### src/verilog/vlsu_mem_pkg.sv
/* Memory-side definitions of the load/store unit: data and id widths,
   request and load result records */
package vlsu_mem_pkg;

  localparam int unsigned MEM_DW = 32;
  // Enough for a reorder buffer of up to 8 entries
  localparam int unsigned ID_W   = 3;

  typedef struct packed {
    logic [ID_W-1:0]     id;
    logic [31:0]         addr;
    logic                we;
    logic [MEM_DW/8-1:0] strb;
    logic [MEM_DW-1:0]   wdata;
    logic                last;
  } mem_req_t;

  typedef struct packed {
    logic [ID_W-1:0]   id;
    logic [MEM_DW-1:0] rdata;
  } mem_result_t;

endpackage

### src/verilog/vlsu_isa_pkg.sv
/* Instruction-side types of the vector load/store unit, with the helpers that
   the issue and writeback stages share for addresses, masks and lane moves */
package vlsu_isa_pkg;

  localparam int unsigned ELEN     = 32;
  localparam int unsigned ELENB    = ELEN / 8;
  localparam int unsigned NR_VREGS = 32;

  typedef enum logic [1:0] {
    VLE  = 2'd0,
    VSE  = 2'd1,
    VLSE = 2'd2,
    VSSE = 2'd3
  } vlsu_op_e;

  typedef enum logic [1:0] {
    EW_8  = 2'd0,
    EW_16 = 2'd1,
    EW_32 = 2'd2
  } vsew_e;

  typedef logic [2:0]                    insn_id_t;
  typedef logic [$clog2(NR_VREGS)-1:0]   vreg_t;
  // Vector length in bytes, 255 elements of 4 bytes at most
  typedef logic [9:0]                    vlb_t;

  typedef struct packed {
    insn_id_t    id;
    vlsu_op_e    op;
    vreg_t       vd;
    vsew_e       vsew;
    logic [7:0]  vl;
    logic [31:0] rs1;
    logic [31:0] rs2;
  } vlsu_req_t;

  typedef struct packed {
    insn_id_t id;
    vreg_t    vd;
  } vlsu_rsp_t;

  typedef struct packed {
    logic        active;
    logic        is_load;
    logic        is_strided;
    vsew_e       vsew;
    logic [2:0]  elem_bytes;
    vlb_t        vl_bytes;
    logic [31:0] base;
    logic [31:0] stride;
    vreg_t       vd;
  } vlsu_cmd_t;

  ////////////////////////////////////////
  // Shared helpers
  ////////////////////////////////////////

  // Rotate a word left by whole bytes
  function automatic logic [ELEN-1:0] rotl_bytes(logic [ELEN-1:0] w, logic [1:0] n);
    logic [2*ELEN-1:0] dbl;
    dbl = {w, w} << (8 * n);
    return dbl[2*ELEN-1:ELEN];
  endfunction

  // Bytes consumed per access
  function automatic vlb_t step_bytes(vlsu_cmd_t cmd);
    return cmd.is_strided ? vlb_t'(cmd.elem_bytes) : vlb_t'(ELENB);
  endfunction

  // Byte address of the access at register byte offset cnt
  function automatic logic [31:0] elem_addr(vlsu_cmd_t cmd, vlb_t cnt);
    logic [31:0] idx;
    idx = 32'(cnt >> cmd.vsew);
    return cmd.is_strided ? cmd.base + idx * cmd.stride : cmd.base + 32'(cnt);
  endfunction

  // Strided: element mask moved to its lane. Unit-stride: remaining bytes only
  function automatic logic [ELENB-1:0] access_mask(vlsu_cmd_t cmd, vlb_t rem,
                                                  logic [1:0] lane);
    logic [ELENB-1:0] mask;
    if (cmd.is_strided) begin
      case (cmd.vsew)
        EW_8:    mask = 4'b0001;
        EW_16:   mask = 4'b0011;
        default: mask = 4'b1111;
      endcase
      mask = mask << lane;
    end else begin
      for (int k = 0; k < ELENB; k++) begin
        mask[k] = rem > vlb_t'(k);
      end
    end
    return mask;
  endfunction

endpackage
### src/verilog/vlsu_top.sv
/* Vector load/store unit top level, one memory port and one element word
   per cycle. Connects decode, request issue, reorder buffer and writeback */
`timescale 1ns/1ps

module vlsu_top #(
  parameter  int unsigned NR_OUTSTANDING = 4,
  parameter  int unsigned VELE           = 8,
  localparam int unsigned VRF_AW         = $clog2(vlsu_isa_pkg::NR_VREGS * VELE)
) (
  input  logic                               clk_i,
  input  logic                               arst_n_i,
  // Instruction and response
  input  vlsu_isa_pkg::vlsu_req_t            req_i,
  input  logic                               req_valid_i,
  output logic                               req_ready_o,
  output vlsu_isa_pkg::vlsu_rsp_t            rsp_o,
  output logic                               rsp_valid_o,
  // Memory port
  output vlsu_mem_pkg::mem_req_t             mem_req_o,
  output logic                               mem_valid_o,
  input  logic                               mem_ready_i,
  input  vlsu_mem_pkg::mem_result_t          mem_result_i,
  input  logic                               mem_result_valid_i,
  // Register file
  output logic [VRF_AW-1:0]                  vrf_waddr_o,
  output logic [vlsu_isa_pkg::ELEN-1:0]      vrf_wdata_o,
  output logic                               vrf_we_o,
  output logic [vlsu_isa_pkg::ELENB-1:0]     vrf_wbe_o,
  output logic [VRF_AW-1:0]                  vrf_raddr_o,
  input  logic [vlsu_isa_pkg::ELEN-1:0]      vrf_rdata_i
);

  vlsu_isa_pkg::vlsu_cmd_t             cmd;
  logic                                mem_done, vrf_done;
  logic                                rob_alloc, rob_full;
  logic [$clog2(NR_OUTSTANDING)-1:0]   rob_id;
  logic [vlsu_mem_pkg::MEM_DW-1:0]     head_data;
  logic                                head_valid, pop;

  ////////////////////////////////////////
  // Decode
  ////////////////////////////////////////

  vlsu_decode i_decode (
    .clk_i      (clk_i),
    .arst_n_i   (arst_n_i),
    .req_i      (req_i),
    .req_valid_i(req_valid_i),
    .req_ready_o(req_ready_o),
    .cmd_o      (cmd),
    .rsp_o      (rsp_o),
    .rsp_valid_o(rsp_valid_o),
    .mem_done_i (mem_done),
    .vrf_done_i (vrf_done)
  );

  ////////////////////////////////////////
  // Memory side
  ////////////////////////////////////////

  vlsu_mem_issue #(
    .NR_OUTSTANDING(NR_OUTSTANDING),
    .VELE          (VELE)
  ) i_mem_issue (
    .clk_i      (clk_i),
    .arst_n_i   (arst_n_i),
    .cmd_i      (cmd),
    .mem_req_o  (mem_req_o),
    .mem_valid_o(mem_valid_o),
    .mem_ready_i(mem_ready_i),
    .rob_alloc_o(rob_alloc),
    .rob_id_i   (rob_id),
    .rob_full_i (rob_full),
    .vrf_raddr_o(vrf_raddr_o),
    .vrf_rdata_i(vrf_rdata_i),
    .mem_done_o (mem_done)
  );

  vlsu_reorder_buffer #(
    .NR_OUTSTANDING(NR_OUTSTANDING)
  ) i_reorder_buffer (
    .clk_i         (clk_i),
    .arst_n_i      (arst_n_i),
    .alloc_i       (rob_alloc),
    .id_o          (rob_id),
    .full_o        (rob_full),
    .result_i      (mem_result_i),
    .result_valid_i(mem_result_valid_i),
    .head_data_o   (head_data),
    .head_valid_o  (head_valid),
    .pop_i         (pop)
  );

  ////////////////////////////////////////
  // Register file side
  ////////////////////////////////////////

  vlsu_writeback #(
    .VELE(VELE)
  ) i_writeback (
    .clk_i       (clk_i),
    .arst_n_i    (arst_n_i),
    .cmd_i       (cmd),
    .head_data_i (head_data),
    .head_valid_i(head_valid),
    .pop_o       (pop),
    .vrf_waddr_o (vrf_waddr_o),
    .vrf_wdata_o (vrf_wdata_o),
    .vrf_we_o    (vrf_we_o),
    .vrf_wbe_o   (vrf_wbe_o),
    .vrf_done_o  (vrf_done)
  );

endmodule

### src/verilog/vlsu_writeback.sv
/* Load writeback: takes words from the reorder buffer head in order, moves
   elements into their register lanes and writes them with byte enables */
`timescale 1ns/1ps

module vlsu_writeback #(
  parameter  int unsigned VELE   = 8,
  localparam int unsigned VRF_AW = $clog2(vlsu_isa_pkg::NR_VREGS * VELE)
) (
  input  logic                                clk_i,
  input  logic                                arst_n_i,
  input  vlsu_isa_pkg::vlsu_cmd_t             cmd_i,
  input  logic [vlsu_mem_pkg::MEM_DW-1:0]     head_data_i,
  input  logic                                head_valid_i,
  output logic                                pop_o,
  output logic [VRF_AW-1:0]                   vrf_waddr_o,
  output logic [vlsu_isa_pkg::ELEN-1:0]       vrf_wdata_o,
  output logic                                vrf_we_o,
  output logic [vlsu_isa_pkg::ELENB-1:0]      vrf_wbe_o,
  output logic                                vrf_done_o
);

  vlsu_isa_pkg::vlb_t cnt_q, remaining;
  logic [31:0] addr;
  logic        busy, last, store_seen_q;

  assign remaining = cmd_i.vl_bytes - cnt_q;
  assign busy      = cmd_i.active && cmd_i.is_load && (cnt_q < cmd_i.vl_bytes);
  assign last      = remaining <= vlsu_isa_pkg::step_bytes(cmd_i);
  // Memory lane of the element, needed to undo its offset in the word
  assign addr      = vlsu_isa_pkg::elem_addr(cmd_i, cnt_q);

  assign vrf_we_o    = busy && head_valid_i;
  assign pop_o       = vrf_we_o;
  assign vrf_waddr_o = VRF_AW'(cmd_i.vd) * VRF_AW'(VELE) + VRF_AW'(cnt_q >> 2);
  assign vrf_wdata_o = vlsu_isa_pkg::rotl_bytes(head_data_i, cnt_q[1:0] - addr[1:0]);
  assign vrf_wbe_o   = vlsu_isa_pkg::access_mask(cmd_i, remaining, cnt_q[1:0]);

  // Stores never touch the VRF write port, so report done at once
  assign vrf_done_o = (vrf_we_o && last) ||
                      (cmd_i.active && !cmd_i.is_load && !store_seen_q);

  always_ff @(posedge clk_i or negedge arst_n_i) begin
    if (!arst_n_i) begin
      cnt_q        <= '0;
      store_seen_q <= 1'b0;
    end else if (!cmd_i.active) begin
      cnt_q        <= '0;
      store_seen_q <= 1'b0;
    end else begin
      if (!cmd_i.is_load) store_seen_q <= 1'b1;
      if (vrf_we_o) cnt_q <= cnt_q + vlsu_isa_pkg::step_bytes(cmd_i);
    end
  end

endmodule

### src/verilog/vlsu_reorder_buffer.sv
/* Reorder buffer for load results: ids are handed out in issue order and
   results, arriving in any order, leave from the head in that same order */
`timescale 1ns/1ps

module vlsu_reorder_buffer #(
  parameter int unsigned NR_OUTSTANDING = 4
) (
  input  logic                                clk_i,
  input  logic                                arst_n_i,
  input  logic                                alloc_i,
  output logic [$clog2(NR_OUTSTANDING)-1:0]   id_o,
  output logic                                full_o,
  input  vlsu_mem_pkg::mem_result_t           result_i,
  input  logic                                result_valid_i,
  output logic [vlsu_mem_pkg::MEM_DW-1:0]     head_data_o,
  output logic                                head_valid_o,
  input  logic                                pop_i
);

  localparam int unsigned PTR_W = $clog2(NR_OUTSTANDING);

  logic [vlsu_mem_pkg::MEM_DW-1:0] data_q [NR_OUTSTANDING];
  logic [NR_OUTSTANDING-1:0]       valid_q;
  logic [PTR_W-1:0]                wr_ptr_q, rd_ptr_q;
  logic [PTR_W:0]                  count_q;
  logic [PTR_W-1:0]                push_idx;

  assign push_idx     = result_i.id[PTR_W-1:0];
  assign id_o         = wr_ptr_q;
  assign full_o       = count_q == (PTR_W+1)'(NR_OUTSTANDING);
  assign head_data_o  = data_q[rd_ptr_q];
  assign head_valid_o = valid_q[rd_ptr_q];

  ////////////////////////////////////////
  // Pointers and slot state
  ////////////////////////////////////////

  always_ff @(posedge clk_i or negedge arst_n_i) begin
    if (!arst_n_i) begin
      valid_q  <= '0;
      wr_ptr_q <= '0;
      rd_ptr_q <= '0;
      count_q  <= '0;
    end else begin
      if (alloc_i) wr_ptr_q <= wr_ptr_q + 1'b1;
      if (pop_i) begin
        valid_q[rd_ptr_q] <= 1'b0;
        rd_ptr_q          <= rd_ptr_q + 1'b1;
      end
      // A pushed slot is never the one being popped
      if (result_valid_i) valid_q[push_idx] <= 1'b1;
      case ({alloc_i, pop_i})
        2'b10:   count_q <= count_q + 1'b1;
        2'b01:   count_q <= count_q - 1'b1;
        default: count_q <= count_q;
      endcase
    end
  end

  always_ff @(posedge clk_i) begin
    if (result_valid_i) data_q[push_idx] <= result_i.rdata;
  end

endmodule

### src/verilog/vlsu_mem_issue.sv
/* Memory request generator: walks the vector in bytes and issues one request
   per handshake, with load ids from the reorder buffer and store data from the VRF */
`timescale 1ns/1ps

module vlsu_mem_issue #(
  parameter  int unsigned NR_OUTSTANDING = 4,
  parameter  int unsigned VELE           = 8,
  localparam int unsigned VRF_AW         = $clog2(vlsu_isa_pkg::NR_VREGS * VELE)
) (
  input  logic                                clk_i,
  input  logic                                arst_n_i,
  input  vlsu_isa_pkg::vlsu_cmd_t             cmd_i,
  output vlsu_mem_pkg::mem_req_t              mem_req_o,
  output logic                                mem_valid_o,
  input  logic                                mem_ready_i,
  output logic                                rob_alloc_o,
  input  logic [$clog2(NR_OUTSTANDING)-1:0]   rob_id_i,
  input  logic                                rob_full_i,
  output logic [VRF_AW-1:0]                   vrf_raddr_o,
  input  logic [vlsu_isa_pkg::ELEN-1:0]       vrf_rdata_i,
  output logic                                mem_done_o
);

  vlsu_isa_pkg::vlb_t cnt_q, remaining;
  logic [31:0] addr;
  logic        busy, last, handshake;

  assign remaining = cmd_i.vl_bytes - cnt_q;
  assign busy      = cmd_i.active && (cnt_q < cmd_i.vl_bytes);
  assign last      = remaining <= vlsu_isa_pkg::step_bytes(cmd_i);
  assign addr      = vlsu_isa_pkg::elem_addr(cmd_i, cnt_q);

  // Loads wait for a free reorder buffer slot
  assign mem_valid_o = busy && !(cmd_i.is_load && rob_full_i);
  assign handshake   = mem_valid_o && mem_ready_i;
  assign rob_alloc_o = handshake && cmd_i.is_load;
  assign mem_done_o  = handshake && last;

  always_comb begin
    mem_req_o.id    = cmd_i.is_load ? vlsu_mem_pkg::ID_W'(rob_id_i) : '0;
    mem_req_o.addr  = {addr[31:2], 2'b00};
    mem_req_o.we    = !cmd_i.is_load;
    mem_req_o.strb  = vlsu_isa_pkg::access_mask(cmd_i, remaining, addr[1:0]);
    // Move the element from its register lane to its memory lane
    mem_req_o.wdata = cmd_i.is_load ? '0 :
                      vlsu_isa_pkg::rotl_bytes(vrf_rdata_i, addr[1:0] - cnt_q[1:0]);
    mem_req_o.last  = last;
  end

  assign vrf_raddr_o = VRF_AW'(cmd_i.vd) * VRF_AW'(VELE) + VRF_AW'(cnt_q >> 2);

  // Byte counter, restarts whenever no instruction is active
  always_ff @(posedge clk_i or negedge arst_n_i) begin
    if (!arst_n_i) begin
      cnt_q <= '0;
    end else if (!cmd_i.active) begin
      cnt_q <= '0;
    end else if (handshake) begin
      cnt_q <= cnt_q + vlsu_isa_pkg::step_bytes(cmd_i);
    end
  end

endmodule

### src/verilog/vlsu_decode.sv
/* Instruction front end: holds the active instruction, scales vl to bytes
   and answers once both memory and register file sides are done */
`timescale 1ns/1ps

module vlsu_decode (
  input  logic                    clk_i,
  input  logic                    arst_n_i,
  input  vlsu_isa_pkg::vlsu_req_t req_i,
  input  logic                    req_valid_i,
  output logic                    req_ready_o,
  output vlsu_isa_pkg::vlsu_cmd_t cmd_o,
  output vlsu_isa_pkg::vlsu_rsp_t rsp_o,
  output logic                    rsp_valid_o,
  input  logic                    mem_done_i,
  input  logic                    vrf_done_i
);

  vlsu_isa_pkg::vlsu_cmd_t cmd_d, cmd_q;
  vlsu_isa_pkg::vlsu_rsp_t rsp_q;
  logic rsp_valid_q;
  logic mem_done_q, vrf_done_q;
  logic accept, finish;

  assign req_ready_o = !cmd_q.active;
  assign accept      = req_valid_i && req_ready_o;
  // Done strobes may arrive in either order, or together
  assign finish      = cmd_q.active && (mem_done_q || mem_done_i) && (vrf_done_q || vrf_done_i);

  always_comb begin
    cmd_d.active     = req_i.vl != 8'd0;
    cmd_d.is_load    = (req_i.op == vlsu_isa_pkg::VLE) || (req_i.op == vlsu_isa_pkg::VLSE);
    cmd_d.is_strided = (req_i.op == vlsu_isa_pkg::VLSE) || (req_i.op == vlsu_isa_pkg::VSSE);
    cmd_d.vsew       = req_i.vsew;
    cmd_d.elem_bytes = 3'd1 << req_i.vsew;
    cmd_d.vl_bytes   = vlsu_isa_pkg::vlb_t'(req_i.vl) << req_i.vsew;
    cmd_d.base       = req_i.rs1;
    cmd_d.stride     = req_i.rs2;
    cmd_d.vd         = req_i.vd;
  end

  always_ff @(posedge clk_i or negedge arst_n_i) begin
    if (!arst_n_i) begin
      cmd_q       <= '0;
      rsp_valid_q <= 1'b0;
      mem_done_q  <= 1'b0;
      vrf_done_q  <= 1'b0;
    end else begin
      rsp_valid_q <= 1'b0;
      if (accept) begin
        cmd_q      <= cmd_d;
        mem_done_q <= 1'b0;
        vrf_done_q <= 1'b0;
        // Empty vector, nothing to move
        if (!cmd_d.active) rsp_valid_q <= 1'b1;
      end else if (finish) begin
        cmd_q.active <= 1'b0;
        rsp_valid_q  <= 1'b1;
      end else begin
        if (mem_done_i) mem_done_q <= 1'b1;
        if (vrf_done_i) vrf_done_q <= 1'b1;
      end
    end
  end

  always_ff @(posedge clk_i) begin
    if (accept) begin
      rsp_q.id <= req_i.id;
      rsp_q.vd <= req_i.vd;
    end
  end

  assign cmd_o       = cmd_q;
  assign rsp_o       = rsp_q;
  assign rsp_valid_o = rsp_valid_q;

endmodule

### config.mk
export PLATFORM = sky130hd
export DESIGN_NAME = vlsu_top
export DESIGN_NICKNAME = d
export VERILOG_FILES = /design/src/verilog/vlsu_mem_pkg.sv /design/src/verilog/vlsu_isa_pkg.sv /design/src/verilog/vlsu_top.sv /design/src/verilog/vlsu_writeback.sv /design/src/verilog/vlsu_reorder_buffer.sv /design/src/verilog/vlsu_mem_issue.sv /design/src/verilog/vlsu_decode.sv
export SDC_FILE = /design/constraint.sdc
export NUM_CORES = 1
export LEC_CHECK = 0
export BUFFER_PORTS_ARGS = -buffer_cell sky130_fd_sc_hd__buf_2
export CORE_UTILIZATION = 50
export DETAILED_ROUTE_END_ITERATION = 7
export PLACE_DENSITY = 0.83
export SYNTH_ARGS = -nofsm -noshare
export SYNTH_HDL_FRONTEND = slang
export SYNTH_SLANG_ARGS = --single-unit
### constraint.sdc
create_clock -name clk_i -period 7.3 [get_ports clk_i]
set_input_delay 0.365 -clock clk_i [delete_from_list [all_inputs] [get_ports clk_i]]
set_output_delay 0.365 -clock clk_i [all_outputs]
set_load 0.02 [all_outputs]
==> results.json <==
{
  "avgViaCountPerCell": 5.70,
  "comb_power_share": 0.071,
  "power_frac_clock": 0.456,
  "layout-drive-gt1-share": 0.280,
  "numCtsBuffers": 29,
  "sw_frac_of_total": 0.242,
  "cts_root_buffer": "sky130_fd_sc_hd__clkbuf_16",
  "yosys_most_used_dff": "sky130_fd_sc_hd__edfxtp_1",
  "port_buffers": 288,
  "synth_top_cell_area_share": 0.184,
  "ant_nets": 0,
  "tightestPinTransition_ns": 1.34,
  "totalWireLength_um": 79400,
  "cp_slowest_stage_delay_ns": 0.57,
  "run_status": "finished, violations left",
  "synth_async_sr_flop_share": 0.473,
  "worst-setup-path-type": "register to primary output",
  "cts_max_path_buffers": 3,
  "synthCells": 2546,
  "reg2reg_slack_ns": 3.14,
  "synth.area.top_cells": "sky130_fd_sc_hd__fa_1 (18%), sky130_fd_sc_hd__edfxtp_1 (16%), sky130_fd_sc_hd__dfrtp_1 (12%), sky130_fd_sc_hd__ha_1 (11%), sky130_fd_sc_hd__nand2_1 (5.1%)",
  "final_non_filler_cell_total": 3759,
  "worst_hold_path_type": "input pin to register",
  "initial_antenna_violation_count": 4,
  "count_of_flip_flops_with_a_built_in_enable_after_synthesis": 136,
  "starting_utilization_of_the_core_area": 0.506,
  "drtIter0Drc": 2083,
  "rsz0062_at_grt": "yes",
  "final_max_slew_viol_count": 0,
  "grt_max_degree": 82,
  "yosysWarnings": 0,
  "postSynthAreaPerCell_um2": 9.92,
  "seqPwrFrac": 0.472,
  "die_area_um2": 51400,
  "setup_ws_ns": -1.16,
  "rr_endpoint": "i_decode.cmd_o[83]",
  "max_freq_ghz": 0.118,
  "layout_common_cells": "sky130_fd_sc_hd__nand2_1 (337), sky130_fd_sc_hd__inv_1 (305), sky130_fd_sc_hd__buf_2 (267)",
  "gpl.final_weighted_congestion": 0.944,
  "post_drt_wl_per_cell_um": 21.1,
  "floorplan.die.width_um": 227,
  "placed_cells": 3541,
  "crit-reg2reg-launch": "i_decode.cmd_o[86]",
  "timing.critical_path.from_type": "register",
  "overflow": 0,
  "timing.critical_path.fanout_max": 6,
  "post_synth_cell_types": 74,
  "placeableCoreArea_um2": 50000,
  "ys_ff_latch": 258,
  "clock-skew-final_ns": 0.0147,
  "floorplan.rows": 82,
  "place_hpwl_um": 54000,
  "power_per_cell_area_nw_per_um2": 104,
  "post-route-util": 0.646,
  "remaining_drc_errors": 0,
  "die_h_um": 227,
  "r2r.worst_path.cells": 7,
  "setup_viol": 22,
  "floorplan.io_pins": 293,
  "drtPass1Iterations": 5,
  "cts_htree_levels": 1,
  "grt_pass1_wl_um": 121000,
  "power.internal_mw": 2.55,
  "drv_cap": 0,
  "slowest_stage_cell_on_the_critical_path": "sky130_fd_sc_hd__fa_1",
  "layout_min_cycle_time_ns": 8.46,
  "setup_crit_end_kind": "primary output",
  "synth-seq-area-share": 0.283,
  "total_power_mw": 3.36,
  "hold-path-cell-count": 3,
  "clk-insertion-delay-late_ns": 0.60,
  "layout_worst_path_cycle_share": 1.16,
  "min_to": "i_decode.cmd_o[5]",
  "min_from": "req_i[0]",
  "clk_transition_reported_paths_ns": 0.06,
  "critical_path_required_ns": 6.93,
  "max_slew_margin": 0.102,
  "synth_largest_area_cell": "sky130_fd_sc_hd__fa_1",
  "fillers": 3476,
  "gr-usage-all-layers": 0.304,
  "critical_path_arrival_ns": 8.10,
  "grt_pass1_vias": 22825,
  "commonest_non_fill_non_tap_cell_in_the_layout": "sky130_fd_sc_hd__nand2_1",
  "total_switching_power_mw": 0.812,
  "failing_checks": "setup timing",
  "power.static_leakage_nw": 15.4,
  "via_count": 21422,
  "cts_sinks": 258,
  "mappedNetlistArea_um2": 25300,
  "cts_tree": "built",
  "layout.nets": 3678,
  "finalHoldViolations": 0,
  "area_added_between_synthesis_and_finish_pct": 27.8,
  "vdd.ir_drop.worst_mv": 0.343
}
==> area by class of cell <==
type | instances | area [um^2] | share of cell area
antenna | 3 | 7.51 | 0.000232
multi-input combinational | 1821 | 17600 | 0.546
clock inverter | 12 | 148 | 0.00457
inverter | 346 | 1300 | 0.0403
timing repair buffer | 605 | 4390 | 0.136
clock buffer | 42 | 825 | 0.0255
sequential | 258 | 7140 | 0.221
tap | 672 | 841 | 0.0260
==> synth_stat cells (all sizes together), types with 2 or more instances <==
cell and count:
nand4 9, nor4b 2, a21oi 75, o21bai 6, nand2b 12, nor2b 33
mux4 36, nor4 8, mux2 23, a21o 31, nand3 23, buf 29
and3 11, nor3b 2, xnor2 88, a2bb2oi 2, a21boi 5, or2 3
nor3 19, and4 3, nor2 108, dfrtp 122, mux2i 102, o21a 14
a211oi 39, nand2 346, xor2 29, a31oi 11, o31ai 9, and2 176
a41oi 3, ha 229, o211ai 10, fa 232, or3 5, edfxtp 136
o21ai 89, inv 345, o22ai 2, clkbuf 97, o31a 6
==> timing repair <==
action	4_1_cts	5_1_grt
hold buffers	101	0
buffers inserted	37	28
endpoints found under the hold margin	270	0
resized for setup	149	117
gates cloned	4	0
pin swaps	67	114
endpoints found under the setup margin	22	22
==> routing by layer <==
layer / wire length [um] / track usage
met3: 6800 / 0.0635
met1: 29700 / 0.367
met5: 30 / 0
met4: 4100 / 0.140
met2: 38800 / 0.520
==> critical path: cells and delay by family, from the launching register on <==
kind | cells | cell delay [ns]
multiplexers | 3 | 0.53
flip-flops | 1 | 0.46
XOR/XNOR | 1 | 0.18
AND/OR/NAND/NOR | 6 | 1.39
adder cells (fa/ha/maj) | 9 | 3.56
buffers and inverters | 10 | 1.00
AO/OA/AOI/OAI | 2 | 0.36
==> registers in the layout (all words and copies together), names as in the netlist <==
name	count
i_decode.rsp_valid_o	1
i_writeback.store_seen_q	1
i_decode.vrf_done_q	1
i_reorder_buffer.data_q	128
i_writeback.cnt_q	10
i_decode.rsp_o	8
i_decode.mem_done_q	1
i_reorder_buffer.rd_ptr_q	2
i_reorder_buffer.valid_q	4
i_reorder_buffer.count_q	3
i_mem_issue.cnt_q	10
i_reorder_buffer.id_o	2
i_decode.cmd_o	87
==> per-stage QoR <==
step	instance area, um^2	setup TNS [ns]	hold slack [ns]	worst slack [ns]
2_1_floorplan	25900	-0.000711	0.0694	-0.000711
3_3_place_gp	28800	-4.41	0.456	-0.555
3_5_place_dp	28800	-6.29	0.466	-0.673
4_1_cts	31700	-14.84	0.00278	-1.15
5_1_grt	32300	-21.25	0.0273	-1.36
6_report	32300	-17.00	0.0285	-1.16
==> worst max path at each step <==
stage | startpoint | to | slack, ns | cells after the start
CTS | i_decode.cmd_o[82] | mem_req_o[68] | -1.15 | 29
finish | i_decode.cmd_o[82] | mem_req_o[68] | -1.16 | 31
detailed placement | i_decode.cmd_o[82] | mem_req_o[69] | -0.67 | 28
global route | i_decode.cmd_o[82] | mem_req_o[67] | -1.36 | 33
floorplan | i_decode.cmd_o[82] | mem_req_o[68] | -0.0007 | 28
global placement | i_decode.cmd_o[82] | mem_req_o[69] | -0.56 | 28
==> power groups by stage <==
| stage | registers (mW) | logic, mW | clock network [mW] |
|---|---|---|---|
| finish | 1.59 | 0.239 | 1.53 |
| global route | 1.59 | 0.254 | 1.61 |
| CTS | 1.58 | 0.231 | 1.54 |
| detailed placement | 1.61 | 0.185 | 0 |
| global placement | 1.61 | 0.176 | 0 |
| floorplan | 1.61 | 0.0826 | 0 |
==> logic make-up after synthesis <==
group / count (synthesis) / synth area share
xor+xnor: 118 / 0.0418
buf+inv: 472 / 0.0730
fa+ha+maj: 461 / 0.297
flops: 258 / 0.283
simple gates: 765 / 0.144
other cells: 1 / 0.000148
compound gates: 310 / 0.0772
mux: 161 / 0.0840
Note: power is estimated with default switching activity, not from simulation.
